File: config.mk
export PLATFORM = sky130hd
export DESIGN_NAME = all_channels_top
export DESIGN_NICKNAME = d
export VERILOG_FILES = /design/src/chan_pkg.sv /design/src/all_channels_top.sv /design/src/chan_addr_decode.sv /design/src/chan_regs.sv /design/src/ipb_io_fsm.sv /design/src/readback_mux.sv
export SDC_FILE = /design/constraint.sdc
export NUM_CORES = 1
export LEC_CHECK = 0
export BUFFER_PORTS_ARGS = -buffer_cell sky130_fd_sc_hd__buf_2
export CORE_ASPECT_RATIO = 1.75
export CORE_MARGIN = 2
export CORE_UTILIZATION = 40
export CTS_BUF_LIST = sky130_fd_sc_hd__clkbuf_4
export DETAILED_ROUTE_END_ITERATION = 12
export PLACE_DENSITY = 0.64
export RECOVER_POWER = 25
export SLEW_MARGIN = 20
export SYNTH_ARGS = -nofsm -noshare
export SYNTH_HDL_FRONTEND = slang
export SYNTH_SLANG_ARGS = --single-unit
File: constraint.sdc
create_clock -name ipb_clk -period 2.6 [get_ports ipb_clk]
set_clock_uncertainty 0.15 [all_clocks]
set_input_delay 0 -clock ipb_clk [delete_from_list [all_inputs] [get_ports ipb_clk]]
set_output_delay 0 -clock ipb_clk [all_outputs]
set_load 0.05 [all_outputs]
File: src/chan_pkg.sv
//////////////////////////////
// channel register front end shared definitions
// widths, register map, stage structs, bus state codes
//////////////////////////////

package chan_pkg;

  localparam int num_chan    = 4;            // channel register blocks on the bus
  localparam int ack_timeout = 16;           // cycles waited in st_wait_ack before giving up

  //////////////////////////////
  // widths that carry a meaning
  typedef logic [23:0]         ipb_addr_t;   // slave address, top nibble picks the channel
  typedef logic [31:0]         ipb_data_t;   // bus data, tx words, counters
  typedef logic [3:0]          chan_field_t; // addr[23:20]
  typedef logic [7:0]          reg_off_t;    // addr[7:0], one word per offset
  typedef logic [num_chan-1:0] chan_sel_t;   // one-hot channel select
  typedef logic [4:0]          tmo_cnt_t;    // must reach ack_timeout

  //////////////////////////////
  // register map inside one channel
  localparam reg_off_t reg_ctrl    = 8'd0;   // r/w
  localparam reg_off_t reg_scratch = 8'd1;   // r/w
  localparam reg_off_t reg_count   = 8'd2;   // ro, tx words seen
  localparam reg_off_t reg_last    = 8'd3;   // ro, last tx word
  localparam reg_off_t reg_ident   = 8'd4;   // ro, base plus channel number

  localparam int ctrl_en_bit  = 0;           // count enable
  localparam int ctrl_clr_bit = 1;           // clear pulse, never stored

  localparam ipb_data_t ident_base = 32'hc4a0_0000;

  //////////////////////////////
  // stage outputs
  // bus state machine -> decoder
  typedef struct packed {
    logic      sync;    // one-cycle start of an access
    logic      write;   // direction, latched with the strobe
    ipb_addr_t addr;
    ipb_data_t wdata;
  } io_req_t;

  // decoder -> channels and readback mux
  typedef struct packed {
    chan_sel_t sel;     // one-hot, zero on a miss
    logic      rd;      // one-cycle read pulse
    logic      wr;      // one-cycle write pulse
    logic      miss;    // channel field not mapped
    reg_off_t  off;
    ipb_data_t wdata;
  } chan_req_t;

  typedef enum logic [1:0] {
    st_idle     = 2'd0,
    st_issue    = 2'd1,
    st_wait_ack = 2'd2,
    st_release  = 2'd3
  } ipb_state_e;

endpackage

File: src/all_channels_top.sv
//////////////////////////////
// link board register front end top
// bus fsm, decoder, channel blocks and readback mux
//////////////////////////////
`timescale 1ns/1ns

module all_channels_top (
  input  logic                                         ipb_clk,
  input  logic                                         rst_n,
  // ipbus slave side
  input  logic                                         ipb_strobe,
  input  logic                                         ipb_write,
  input  chan_pkg::ipb_addr_t                          ipb_addr,
  input  chan_pkg::ipb_data_t                          ipb_wdata,
  output chan_pkg::ipb_data_t                          ipb_rdata,  // valid with ipb_ack
  output logic                                         ipb_ack,
  // per channel tx strobes
  input  chan_pkg::chan_sel_t                          chan_tx_valid,
  input  chan_pkg::ipb_data_t [chan_pkg::num_chan-1:0] chan_tx_data,
  output logic [3:0]                                   debug       // fsm state
);

  chan_pkg::io_req_t                          io_req;
  chan_pkg::chan_req_t                        chan_req;
  chan_pkg::chan_sel_t                        chan_ack;
  chan_pkg::ipb_data_t [chan_pkg::num_chan-1:0] chan_rd_data;
  logic                                       rsp_ack;
  chan_pkg::ipb_state_e                       fsm_state;

  assign debug = 4'(fsm_state);

  //////////////////////////////
  // bus side
  ipb_io_fsm u_ipb_io_fsm (
    .ipb_clk    (ipb_clk),
    .rst_n      (rst_n),
    .ipb_strobe (ipb_strobe),
    .ipb_write  (ipb_write),
    .ipb_addr   (ipb_addr),
    .ipb_wdata  (ipb_wdata),
    .rsp_ack    (rsp_ack),
    .io_req     (io_req),
    .ipb_ack    (ipb_ack),
    .state      (fsm_state)
  );

  chan_addr_decode u_chan_addr_decode (
    .ipb_clk  (ipb_clk),
    .rst_n    (rst_n),
    .io_req   (io_req),
    .chan_req (chan_req)
  );

  //////////////////////////////
  // channels, one block per address nibble
  for (genvar i = 0; i < chan_pkg::num_chan; i++) begin : g_chan
    chan_regs #(
      .chan_id (i)
    ) u_chan_regs (
      .ipb_clk  (ipb_clk),
      .rst_n    (rst_n),
      .sel      (chan_req.sel[i]),
      .chan_req (chan_req),
      .tx_valid (chan_tx_valid[i]),
      .tx_data  (chan_tx_data[i]),
      .rd_data  (chan_rd_data[i]),
      .ack      (chan_ack[i])
    );
  end

  readback_mux u_readback_mux (
    .ipb_clk  (ipb_clk),
    .rst_n    (rst_n),
    .ack      (chan_ack),
    .rd_data  (chan_rd_data),
    .chan_req (chan_req),      // miss and access start
    .rsp_ack  (rsp_ack),
    .rsp_data (ipb_rdata)
  );

endmodule

File: src/chan_addr_decode.sv
//////////////////////////////
// channel address decoder
// addr[23:20] to a one-hot select, or a miss pulse
//////////////////////////////
`timescale 1ns/1ns

module chan_addr_decode (
  input  logic                ipb_clk,
  input  logic                rst_n,
  input  chan_pkg::io_req_t   io_req,
  output chan_pkg::chan_req_t chan_req
);

  chan_pkg::chan_field_t chan_f;
  logic                  mapped;

  assign chan_f = io_req.addr[23:20];        // bit 23 (memory space) lands in the miss range
  assign mapped = (int'(chan_f) < chan_pkg::num_chan);

  always_ff @(posedge ipb_clk) begin
    // offset and data only matter while rd/wr is up
    if (io_req.sync) begin
      chan_req.off   <= io_req.addr[7:0];
      chan_req.wdata <= io_req.wdata;
    end
    if (!rst_n) begin
      chan_req.sel  <= '0;
      chan_req.rd   <= 1'b0;
      chan_req.wr   <= 1'b0;
      chan_req.miss <= 1'b0;
    end else begin
      chan_req.sel  <= (io_req.sync && mapped) ? (chan_pkg::chan_sel_t'(1) << chan_f) : '0;
      chan_req.miss <= io_req.sync && !mapped;
      chan_req.rd   <= io_req.sync && !io_req.write;
      chan_req.wr   <= io_req.sync && io_req.write;  // also raised on a miss, nobody acts
    end
  end

endmodule

File: src/chan_regs.sv
//////////////////////////////
// one channel's register block
// ctrl, scratch, tx word counter, last word capture, ident
//////////////////////////////
`timescale 1ns/1ns

module chan_regs #(
  parameter int chan_id = 0                  // lands in the low nibble of reg_ident
) (
  input  logic                ipb_clk,
  input  logic                rst_n,
  input  logic                sel,           // this channel's bit of chan_req.sel
  input  chan_pkg::chan_req_t chan_req,
  input  logic                tx_valid,      // plain one-cycle strobe, no back-pressure
  input  chan_pkg::ipb_data_t tx_data,
  output chan_pkg::ipb_data_t rd_data,
  output logic                ack
);

  chan_pkg::ipb_data_t ctrl;
  chan_pkg::ipb_data_t scratch;
  chan_pkg::ipb_data_t count;
  chan_pkg::ipb_data_t last;
  chan_pkg::ipb_data_t ident;
  chan_pkg::ipb_data_t rd_word;              // addressed word before the output flop
  logic                wr_hit;               // this channel written this cycle
  logic                clr;                  // counter clear request
  logic                cnt_en;

  assign ident  = {chan_pkg::ident_base[31:4], 4'(chan_id)};
  assign wr_hit = sel && chan_req.wr;
  assign clr    = wr_hit && (chan_req.off == chan_pkg::reg_ctrl)
                  && chan_req.wdata[chan_pkg::ctrl_clr_bit];
  assign cnt_en = ctrl[chan_pkg::ctrl_en_bit];

  //////////////////////////////
  // bus writable registers
  always_ff @(posedge ipb_clk) begin
    if (!rst_n) begin
      ctrl    <= '0;
      scratch <= '0;
    end else if (wr_hit) begin
      case (chan_req.off)
        chan_pkg::reg_ctrl: begin
          ctrl <= chan_req.wdata;
          ctrl[chan_pkg::ctrl_clr_bit] <= 1'b0;   // clear is a pulse, reads back 0
        end
        chan_pkg::reg_scratch: scratch <= chan_req.wdata;
        default: ;                               // ro or unlisted, write dropped
      endcase
    end
  end

  //////////////////////////////
  // tx word counter and capture
  always_ff @(posedge ipb_clk) begin
    if (!rst_n) begin
      count <= '0;
      last  <= '0;
    end else begin
      if (clr) begin
        count <= '0;                             // clear beats a same-cycle strobe
      end else if (tx_valid && cnt_en) begin
        count <= count + 1'b1;
      end
      if (tx_valid && cnt_en) begin
        last <= tx_data;                         // capture is not affected by clear
      end
    end
  end

  //////////////////////////////
  // readback
  always_comb begin
    case (chan_req.off)
      chan_pkg::reg_ctrl:    rd_word = ctrl;
      chan_pkg::reg_scratch: rd_word = scratch;
      chan_pkg::reg_count:   rd_word = count;
      chan_pkg::reg_last:    rd_word = last;
      chan_pkg::reg_ident:   rd_word = ident;
      default:               rd_word = '0;       // unlisted offsets read zero
    endcase
  end

  always_ff @(posedge ipb_clk) begin
    rd_data <= (sel && chan_req.rd) ? rd_word : '0;  // zero on writes
  end

  always_ff @(posedge ipb_clk) begin
    if (!rst_n) begin
      ack <= 1'b0;
    end else begin
      ack <= sel && (chan_req.rd || chan_req.wr);  // high after E0+3
    end
  end

endmodule

File: src/ipb_io_fsm.sv
//////////////////////////////
// ipbus slave state machine
// latches the held strobe, fires one sync pulse, returns one ack
//////////////////////////////
`timescale 1ns/1ns

module ipb_io_fsm (
  input  logic                  ipb_clk,
  input  logic                  rst_n,
  input  logic                  ipb_strobe,   // held by the master until ack
  input  logic                  ipb_write,
  input  chan_pkg::ipb_addr_t   ipb_addr,
  input  chan_pkg::ipb_data_t   ipb_wdata,
  input  logic                  rsp_ack,      // from the readback mux
  output chan_pkg::io_req_t     io_req,
  output logic                  ipb_ack,      // one-cycle pulse to the master
  output chan_pkg::ipb_state_e  state
);

  chan_pkg::tmo_cnt_t tmo_cnt;                // cycles spent in st_wait_ack
  logic               tmo_hit;

  assign tmo_hit = (tmo_cnt == chan_pkg::tmo_cnt_t'(chan_pkg::ack_timeout));

  //////////////////////////////
  // request latch, payload only
  always_ff @(posedge ipb_clk) begin
    if (state == chan_pkg::st_idle && ipb_strobe) begin
      io_req.write <= ipb_write;
      io_req.addr  <= ipb_addr;
      io_req.wdata <= ipb_wdata;
    end
  end

  //////////////////////////////
  // control
  always_ff @(posedge ipb_clk) begin
    if (!rst_n) begin
      state       <= chan_pkg::st_idle;
      io_req.sync <= 1'b0;
      ipb_ack     <= 1'b0;
      tmo_cnt     <= '0;
    end else begin
      io_req.sync <= 1'b0;                    // pulses unless set below
      ipb_ack     <= 1'b0;
      case (state)
        chan_pkg::st_idle: begin
          if (ipb_strobe) begin
            state <= chan_pkg::st_issue;      // E0, request captured
          end
        end
        chan_pkg::st_issue: begin
          io_req.sync <= 1'b1;                // high after E0+1
          tmo_cnt     <= '0;
          state       <= chan_pkg::st_wait_ack;
        end
        chan_pkg::st_wait_ack: begin
          // normal path answers at E0+5, the timeout only guards a lost ack
          if (rsp_ack || tmo_hit) begin
            ipb_ack <= 1'b1;
            state   <= chan_pkg::st_release;
          end else begin
            tmo_cnt <= tmo_cnt + 1'b1;
          end
        end
        chan_pkg::st_release: begin
          // a strobe still held here belongs to the access just served
          if (!ipb_strobe) begin
            state <= chan_pkg::st_idle;
          end
        end
        default: state <= chan_pkg::st_idle;
      endcase
    end
  end

endmodule

File: src/readback_mux.sv
//////////////////////////////
// readback mux
// registers the answering channel's data and the combined ack
//////////////////////////////
`timescale 1ns/1ns

module readback_mux (
  input  logic                                            ipb_clk,
  input  logic                                            rst_n,
  input  chan_pkg::chan_sel_t                             ack,
  input  chan_pkg::ipb_data_t [chan_pkg::num_chan-1:0]    rd_data,
  input  chan_pkg::chan_req_t                             chan_req,
  output logic                                            rsp_ack,
  output chan_pkg::ipb_data_t                             rsp_data
);

  logic                miss_q;               // miss lined up with the channel acks
  chan_pkg::ipb_data_t ack_data;             // OR of the acking channels' words

  always_comb begin
    ack_data = '0;
    for (int i = 0; i < chan_pkg::num_chan; i++) begin
      if (ack[i]) begin
        ack_data = ack_data | rd_data[i];    // select is one-hot
      end
    end
  end

  always_ff @(posedge ipb_clk) begin
    if (!rst_n) begin
      miss_q  <= 1'b0;
      rsp_ack <= 1'b0;
    end else begin
      miss_q  <= chan_req.miss;
      rsp_ack <= (|ack) || miss_q;           // high after E0+4
    end
  end

  // data holds after the ack so it is still there with ipb_ack
  always_ff @(posedge ipb_clk) begin
    if (chan_req.rd || chan_req.wr) begin
      rsp_data <= '0;                        // new access starts from zero, a timeout reads 0
    end else if (|ack) begin
      rsp_data <= ack_data;
    end
  end

endmodule
==> After elaboration in Yosys (flattened, before gate mapping) <==
Index checks and enable logic that the tools add are counted.
{ "totals": {"ramBits": 0, "regBits": 787, "inputBits": 192, "word_cells": 133, "latchBits": 0, "mem_bits_ro": 0, "memories": 0} }
{ "op_classes": {"eq_ne": 12, "mul": 0, "div_mod_pow": 0, "shift": 1, "addsub": 5, "n_reduce_logical": 54, "order_cmp": 1, "n_mux": 16, "bitwise_logic": 4} }
{ "ops": {"columns": ["operator", "n"], "rows": [
  ["$pmux 32 s5", 4],
  ["$add 32x1->32 const B", 4],
  ["$mux 32", 4],
  ["$or 32x32->32", 3],
  ["$logic_and 1x1->1", 29],
  ["$reduce_and 2->1", 11],
  ["$eq 8x2->1 const B", 2],
  ["$pmux 5 s2", 1],
  ["$eq 8x1->1 const B", 1],
  ["$eq 8x3->1 const B", 1],
  ["$logic_not 8->1", 1],
  ["$pmux 2 s4", 1],
  ["$reduce_or 2->1", 4],
  ["$mux 2", 3],
  ["$ne 2x2->1 const B", 3],
  ["$add 5x1->5 const B", 1],
  ["$eq 5x5->1 const B", 1],
  ["$mux 5", 1],
  ["$eq 2x2->1 const B", 2],
  ["$lt 4x3->1 const B", 1],
  ["$reduce_or 4->1", 1],
  ["$shl 1x4->4 const A", 1],
  ["$logic_or 1x1->1", 3],
  ["$reduce_and 3->1", 1],
  ["7 further kinds", 9]
]} }

==> Depth between registers and ports, before layout <==
Gate-level depths: netlist of the first run.
{ "logic_depth": {"ltp_word": 7, "mapped_depth": 9, "ltp_nobuf": 7} }

==> Modules after synthesis <==
Synthesis of the first run repeated with hierarchy kept, for this count alone.
{ "unflattened": {"cells_unflattened": 3327, "area_unflattened_um2": 32615.0} }
{ "modules_own_cells": {"columns": ["module", "area_per_inst_um2", "cells_each", "instances"], "rows": [
  ["chan_regs (g_chan[2].u_chan_regs)", 6900.4, 725, 1],
  ["chan_regs (g_chan[0].u_chan_regs)", 6876.6, 737, 1],
  ["chan_regs (g_chan[1].u_chan_regs)", 6799.0, 737, 1],
  ["chan_regs (g_chan[3].u_chan_regs)", 6682.7, 761, 1],
  ["ipb_io_fsm", 2224.6, 112, 1],
  ["readback_mux", 1699.1, 192, 1],
  ["chan_addr_decode", 1413.9, 60, 1],
  ["all_channels_top", 18.8, 3, 1]
]} }

==> Worst setup path before layout of the first run <==
Ideal clock, no wire load.
{ "synth_path": {"path_type": "flip-flop to flip-flop", "startpoint": "reg u_ipb_io_fsm.state[0]", "endpoint": "reg, netlist name u_ipb_io_fsm.io_req[0]", "setup_ns": 0.407, "path_stages_with_launch": 4, "setup_slack_ns": 0.117, "arrival_time_ns": 1.926, "cell_sequence": "dfxtp_1 inv_1 ha_1 and2_1"} }
{ "synth_via": {"elab_chain_len": 2} }
{ "synth_rtl": {"columns": ["item", "line", "rtl"], "rows": [
  ["start, declared", "ipb_io_fsm.sv:17", "output chan_pkg::ipb_state_e state"],
  ["start signal, assigned", "ipb_io_fsm.sv:39", "state <= chan_pkg::st_idle;"],
  ["start signal, assigned", "ipb_io_fsm.sv:49", "state <= chan_pkg::st_issue;"],
  ["start signal, assigned", "ipb_io_fsm.sv:55", "state <= chan_pkg::st_wait_ack;"],
  ["$logic_not 2->1", "ipb_io_fsm.sv:28", "if (state == chan_pkg::st_idle && ipb_strobe) begin"],
  ["$logic_and 1x1->1", "ipb_io_fsm.sv:28", null]
]} }
No other way between the ends.
A chain may end at the register's enable or synchronous reset.

==> Worst setup path after layout of the first run <==
{ "layout_path": {"startpoint": "reg g_chan[3].u_chan_regs.ctrl[0]", "endpoint": "reg g_chan[3].u_chan_regs.last[17]"} }
{ "layout_via": {"elab_chain_len": 1} }
{ "layout_rtl": {"columns": ["item", "line", "rtl"], "rows": [
  ["start, declared", "chan_regs.sv:20", "chan_pkg::ipb_data_t ctrl;"],
  ["start signal, assigned", "chan_regs.sv:45", "ctrl <= chan_req.wdata;"],
  ["$logic_and 1x1->1", "chan_regs.sv:66", "if (tx_valid && cnt_en) begin"],
  ["end signal, assigned", "chan_regs.sv:67", "last <= tx_data;"],
  ["end, declared", "chan_regs.sv:23", "chan_pkg::ipb_data_t last;"]
]} }
No other way between the ends.

==> flow_metrics.env, run 1 <==
export IMPL_path_clk_slew_ns=0.07
export IMPL_regArea_mm2=0.0164
export IMPL_antenna_found_initial=6
export IMPL_place_ws_ns=0.181
export IMPL_viasPerCell=5.29
export IMPL_die_x_um=212
export IMPL_period_share_pct=98.9
export IMPL_avgSynthCellArea_um2=9.06
export IMPL_synth_area_mm2=0.0302
export IMPL_fp_dieH_um=368
export IMPL_crit_path_end_kind="register"
export IMPL_fp_dieArea_mm2=0.0779
export IMPL_grt_pass1_vias=28000
export IMPL_cts_buffer_depth=3
export IMPL_start_util_pct=40.3
export IMPL_grt_max_degree=83
export IMPL_max_freq_mhz=389
export IMPL_fill_cells=6700
export IMPL_relSlewSlack_pct=27.0
export IMPL_clkLatencyLatePin_ns=1.09
export IMPL_worst_slack_ns=0.0283
export IMPL_powerDensity_mw_per_mm2=603
export IMPL_cts_root_buf="clkbuf_4"
export IMPL_routed_wl_um=109000
export IMPL_worstPathRequired_ns=3.45
export IMPL_fin_setup_tns_ns=0
export IMPL_hold_viol_final=0
export IMPL_tightestPinTransition_ns=1.09
export IMPL_dp_cells=4395
export IMPL_postSynthCellCount=3337
export IMPL_rsz0062_at_grt="false"
export IMPL_final_instance_count_excl_fill=5308
export IMPL_ys_seq_area_share_pct=54.1
export IMPL_critPathKind="register to register"
export IMPL_synth_top_flop_cell="dfxtp_1"
export IMPL_maxCapViolCount=0
export IMPL_numCtsBuffers=179
export IMPL_wl_per_cell_um=20.6
export IMPL_drtAntennaViolNets=0
export IMPL_hp_class="input port to register"
export IMPL_ys_warn_count=0
export IMPL_rows=133
export IMPL_nets=4377
export IMPL_num_vias=28100
export IMPL_first_iter_violations=2485
export IMPL_setup_viol=0
export IMPL_p_leak_nw=14.4
export IMPL_ys_types=55
export IMPL_first_pass_iters=8
export IMPL_dp_hpwl_um=64800
export IMPL_cts_tree="built"
export IMPL_multi_input_area_mm2=0.0128
export IMPL_outcome="finished, final reports clean"
export IMPL_grt_overflow=0
export IMPL_async_flop_share_pct=0
export IMPL_drc=0
export IMPL_synth_edff_count=85
export IMPL_cp_arrival_ns=3.42
export IMPL_path_max_fanout=24
export IMPL_htree_levels=4
export IMPL_startpoint_type="register"
export IMPL_cts_sinks=775
export IMPL_io_pin_count=229
export IMPL_ys_ff_latch=775
export IMPL_period_minus_slack_ns=2.57
export IMPL_slew_viol_final=0
export IMPL_globalplace_congestion=0.894
export IMPL_grt_pass1_wl_um=164000
export IMPL_drive_above_1_share_pct=13.6
export IMPL_hold_ws_ns=0.0380
export IMPL_io_buffers=214
export IMPL_worst_ir_drop_vdd_mv=0.524
export IMPL_syn_to_final_growth_pct=35.1
export IMPL_grt_usage_pct=28.0
export IMPL_core_area_mm2=0.0751
-- final timing paths --
kind | startpoint | endpoint | slack [ns] | depth (start not counted)
worst max-delay path | g_chan[3].u_chan_regs.ctrl[0] | g_chan[3].u_chan_regs.last[17] | 0.03 | 7
worst min-delay path | chan_tx_valid[2] | g_chan[2].u_chan_regs.count[1] | 0.04 | 6
worst max register to register | g_chan[3].u_chan_regs.ctrl[0] | g_chan[3].u_chan_regs.last[17] | 0.03 | 7
worst min register to register | u_ipb_io_fsm.io_req[8] | u_chan_addr_decode.chan_req[8] | 0.24 | 0
-- timing repair --
action / 4_1_cts / 5_1_grt
hold buffers: 610 / 0
buffers inserted: 0 / 0
endpoints found under the hold margin: 620 / 0
endpoints found under the setup margin: 0 / 70
resized for setup: 0 / 23
-- final cells by class --
cell class	count	share of cell area (%)
sequential	775	40.1
multi-input combinational	2278	31.4
timing repair buffer	917	19.8
clock buffer	256	4.70
tap	1012	3.10
clock inverter	38	0.701
inverter	23	0.211
antenna	9	0.0551
-- critical path, cell delays in order (launching register included) --
cell and delay [ns]:
dfxtp_1 0.40, buf_4 0.17, and2_4 0.16, buf_12 0.15, nand2_1 0.15, dlygate4sd3_1 0.62, a21boi_1 0.16, dlygate4sd3_1 0.56
-- kinds of logic (layout without fill, tap and decap cells) --
group,count (synthesis),in the layout,share of synthesized area [%]
buffers and inverters,285,1234,3.73
AO/OA/AOI/OAI,768,768,15.8
other,1,11,0.0124
AND/OR/NAND/NOR,1273,1273,19.0
adder cells (fa/ha/maj),11,11,0.455
flip-flops,775,775,54.1
multiplexers,106,106,3.52
XOR/XNOR,118,118,3.42
-- layout by cell type, fill, tap and decap left out, types with 38 or more instances in the layout --
| master | instances |
|---|---|
| o21ai_0 | 372 |
| xor2_1 | 58 |
| buf_2 | 181 |
| clkbuf_4 | 256 |
| xnor2_1 | 60 |
| nand4_1 | 38 |
| nand2_1 | 502 |
| dfxtp_1 | 688 |
| buf_4 | 70 |
| a22oi_1 | 172 |
| a21boi_0 | 124 |
| nand3_1 | 301 |
| mux2i_1 | 103 |
| nor2_1 | 291 |
| edfxtp_1 | 85 |
| dlygate4sd3_1 | 609 |
-- cell usage after synthesis, types with 2 or more instances --
library cell	count	area share, %
nor2_1	291	3.6
xor2_1	58	1.7
or4_1	2	0.050
xnor2_1	60	1.7
a21oi_1	15	0.25
ha_1	11	0.46
a41oi_1	2	0.058
nor2b_1	8	0.17
and4_1	14	0.41
edfxtp_1	85	8.4
mux2i_1	103	3.4
nand4_1	38	0.79
clkbuf_1	181	2.2
a22oi_1	172	4.3
dfxtp_1	690	46
nand2_1	502	6.2
nor3b_1	4	0.099
mux2_2	3	0.11
nor3_1	22	0.36
nor4_1	21	0.43
nor4_2	2	0.083
o21ai_1	18	0.30
a21boi_0	131	3.3
buf_4	3	0.074
and2_1	16	0.33
buf_2	37	0.61
or3_1	3	0.062
a31oi_1	32	0.66
inv_1	23	0.29
a222oi_1	21	0.69
buf_1	41	0.51
and3_1	22	0.46
o21ai_0	372	6.2
or2_2	6	0.12
nand4_2	8	0.33
nand3_1	301	5.0
-- registers in the layout, summed over array words and instances (netlist names) --
signal / count
u_readback_mux.rsp_ack: 1
g_chan.u_chan_regs.last: 128
u_ipb_io_fsm.ipb_ack: 1
u_ipb_io_fsm.state: 2
u_readback_mux.miss_q: 1
g_chan.u_chan_regs.count: 128
g_chan.u_chan_regs.ctrl: 124
u_ipb_io_fsm.io_req: 46
g_chan.u_chan_regs.rd_data: 128
u_readback_mux.rsp_data: 32
g_chan.u_chan_regs.scratch: 128
u_chan_addr_decode.chan_req: 47
u_ipb_io_fsm.tmo_cnt: 5
g_chan.u_chan_regs.ack: 4
-- power by group --
part / switching, mW / internal (mW)
logic: 1.33 / 0.882
registers: 0.141 / 12.5
clock network: 4.88 / 4.97
-- per-stage QoR --
stage / total power [mW] / util [%] / cell area [µm²]
2_1_floorplan: 13.7 / - / 30300
3_3_place_gp: 14.5 / 43.3 / 32500
3_5_place_dp: 14.5 / 43.3 / 32500
4_1_cts: 24.7 / 54.4 / 40800
5_1_grt: 25.5 / 54.4 / 40900
6_report: 24.6 / 54.4 / 40900
-- layer usage --
layer | wire length [µm] | GRT usage, %
met3 | 7680 | 5.89
met1 | 41900 | 32.2
met2 | 52000 | 46.2
met4 | 7570 | 19.2
met5 | 0 | 0
(Power assumes the default switching activity.)
==> run 2: changes to the inputs <==
--- a/config.mk
+++ b/config.mk
@@ -8,12 +8,13 @@
 export BUFFER_PORTS_ARGS = -buffer_cell sky130_fd_sc_hd__buf_2
 export CORE_ASPECT_RATIO = 1.75
 export CORE_MARGIN = 2
-export CORE_UTILIZATION = 40
+export CORE_UTILIZATION = 55
 export CTS_BUF_LIST = sky130_fd_sc_hd__clkbuf_4
 export DETAILED_ROUTE_END_ITERATION = 12
-export PLACE_DENSITY = 0.64
+export PLACE_DENSITY = 0.81
 export RECOVER_POWER = 25
 export SLEW_MARGIN = 20
 export SYNTH_ARGS = -nofsm -noshare
 export SYNTH_HDL_FRONTEND = slang
+export SYNTH_HIERARCHICAL = 1
 export SYNTH_SLANG_ARGS = --single-unit
==> run 2 against run 1 <==
  * Register-to-register slack better by 0.03 ns
  * Fmax grew 1.2%
  * Worst setup slack improved by 0.031 ns
  * Largest power group unchanged
  * Cell area up 1.9%
  * Synthesized cell count fell by 0.66%
==> flow_metrics.env, run 2 <==
export IMPL_worst_ir_drop_vdd_mv=0.645
export IMPL_num_vias=30300
export IMPL_place_ws_ns=0.271
export IMPL_drive_above_1_share_pct=16.4
export IMPL_fp_dieH_um=324
export IMPL_first_iter_violations=3121
export IMPL_period_minus_slack_ns=2.54
export IMPL_worstPathRequired_ns=3.31
export IMPL_cp_arrival_ns=3.25
export IMPL_worst_slack_ns=0.0597
export IMPL_grt_overflow=0
export IMPL_path_clk_slew_ns=0.09
export IMPL_setup_viol=0
export IMPL_start_util_pct=55.5
export IMPL_critPathKind="register to register"
export IMPL_period_share_pct=97.7
export IMPL_grt_usage_pct=37.0
export IMPL_die_x_um=187
export IMPL_wl_per_cell_um=22.9
export IMPL_p_leak_nw=14.6
export IMPL_synth_area_mm2=0.0323
export IMPL_cts_root_buf="clkbuf_4"
export IMPL_rsz0062_at_grt="false"
export IMPL_dp_hpwl_um=63900
export IMPL_drtAntennaViolNets=0
export IMPL_avgSynthCellArea_um2=9.73
export IMPL_maxCapViolCount=0
export IMPL_drc=0
export IMPL_powerDensity_mw_per_mm2=597
export IMPL_outcome="finished, final reports clean"
export IMPL_grt_max_degree=102
export IMPL_core_area_mm2=0.0581
export IMPL_hold_viol_final=0
export IMPL_hp_class="input port to register"
export IMPL_ys_warn_count=6
export IMPL_power_total_mw=24.8
export IMPL_max_freq_mhz=394
export IMPL_rows=117
export IMPL_globalplace_congestion=0.966
export IMPL_hp_start="chan_tx_valid[0]"
export IMPL_multi_input_area_mm2=0.0147
export IMPL_syn_to_final_growth_pct=29.1
export IMPL_viasPerCell=6.08
export IMPL_startpoint_type="register"
export IMPL_path_max_fanout=7
export IMPL_htree_levels=4
export IMPL_cp_startpoint="u_ipb_io_fsm/state[0]"
export IMPL_tightestPinTransition_ns=1.12
export IMPL_relSlewSlack_pct=25.4
export IMPL_fin_setup_tns_ns=0
export IMPL_io_pin_count=229
export IMPL_slew_viol_final=0
export IMPL_nets=4290
export IMPL_cts_buffer_depth=3
export IMPL_regArea_mm2=0.0164
export IMPL_crit_path_end_kind="register"
export IMPL_grt_pass1_wl_um=174000
export IMPL_numCtsBuffers=170
export IMPL_final_common_cell="dfxtp_1"
export IMPL_cts_tree="built"
export IMPL_routed_wl_um=115000
export IMPL_fp_dieArea_mm2=0.0607
export IMPL_grt_pass1_vias=30600
export IMPL_io_buffers=214
export IMPL_clkLatencyLatePin_ns=1.01
export IMPL_design_area_mm2=0.0416
export IMPL_reg2reg_from="u_ipb_io_fsm/state[0]"
export IMPL_cts_sinks=775
export IMPL_hold_ws_ns=0.0592
export IMPL_layout_common_cells="690 x dfxtp_1, 598 x nand2_1, 529 x dlygate4sd3_1, 248 x clkbuf_4, 187 x a21boi_0"
export IMPL_antenna_found_initial=7
export IMPL_first_pass_iters=6
export IMPL_place_area_mm2=0.0342
export IMPL_fill_cells=3949
export IMPL_postSynthCellCount=3315
[run 2: path summary, 6_finish.rpt]
check,endpoint,slack [ns],depth (start not counted)
max,u_ipb_io_fsm/state[0],0.06,7
min,g_chan[0].u_chan_regs/count[13],0.06,6
max reg2reg,u_ipb_io_fsm/state[0],0.06,7
min reg2reg,u_chan_addr_decode/chan_req[21],0.25,0
[run 2: metal layers]
layer	track usage (%)	vias up	share of wire [%]
met1	40.0	14400	34
li1	-	13400	-
met4	32.6	0	10
met5	0	-	0
met3	8.81	608	9.4
met2	60.4	1946	47
[run 2: worst max-delay path, stage by stage (launching register included)]
cell and delay [ns]:
dfxtp_1 0.39, inv_1 0.18, ha_2 0.33, inv_2 0.09, nor3_2 0.39, o21ai_1 0.15
o311a_1 0.16, dlygate4sd3_1 0.59
[run 2: final cells by class]
cell class                      count  area share, %
Sequential cell                   775           39.3
Multi-Input combinational cell   2266           35.3
Timing Repair Buffer              842           17.6
Clock buffer                      248           4.47
Tap cell                          773           2.32
Clock inverter                     49          0.682
Inverter                           32          0.288
Antenna cell                        5         0.0301
[run 2: through the flow]
step           instances  util [%]
2_1_floorplan       3316         -
6_report            4990      71.6
3_3_place_gp        4157      58.8
5_1_grt             4990      71.6
3_5_place_dp        4157      58.8
4_1_cts             4984      71.7
[run 2: power breakdown]
part | internal (mW) | switching, mW
clock | 4.59 | 4.93
combinational | 0.957 | 1.27
sequential | 12.5 | 0.611
[run 2: what timing repair did]
| action | 4_1_cts | 5_1_grt |
|---|---|---|
| gates resized for setup | 0 | 12 |
| hold buffers | 530 | 0 |
| endpoints found under the setup margin | 0 | 42 |
| setup buffers | 0 | 1 |
| endpoints found under the hold margin | 609 | 0 |
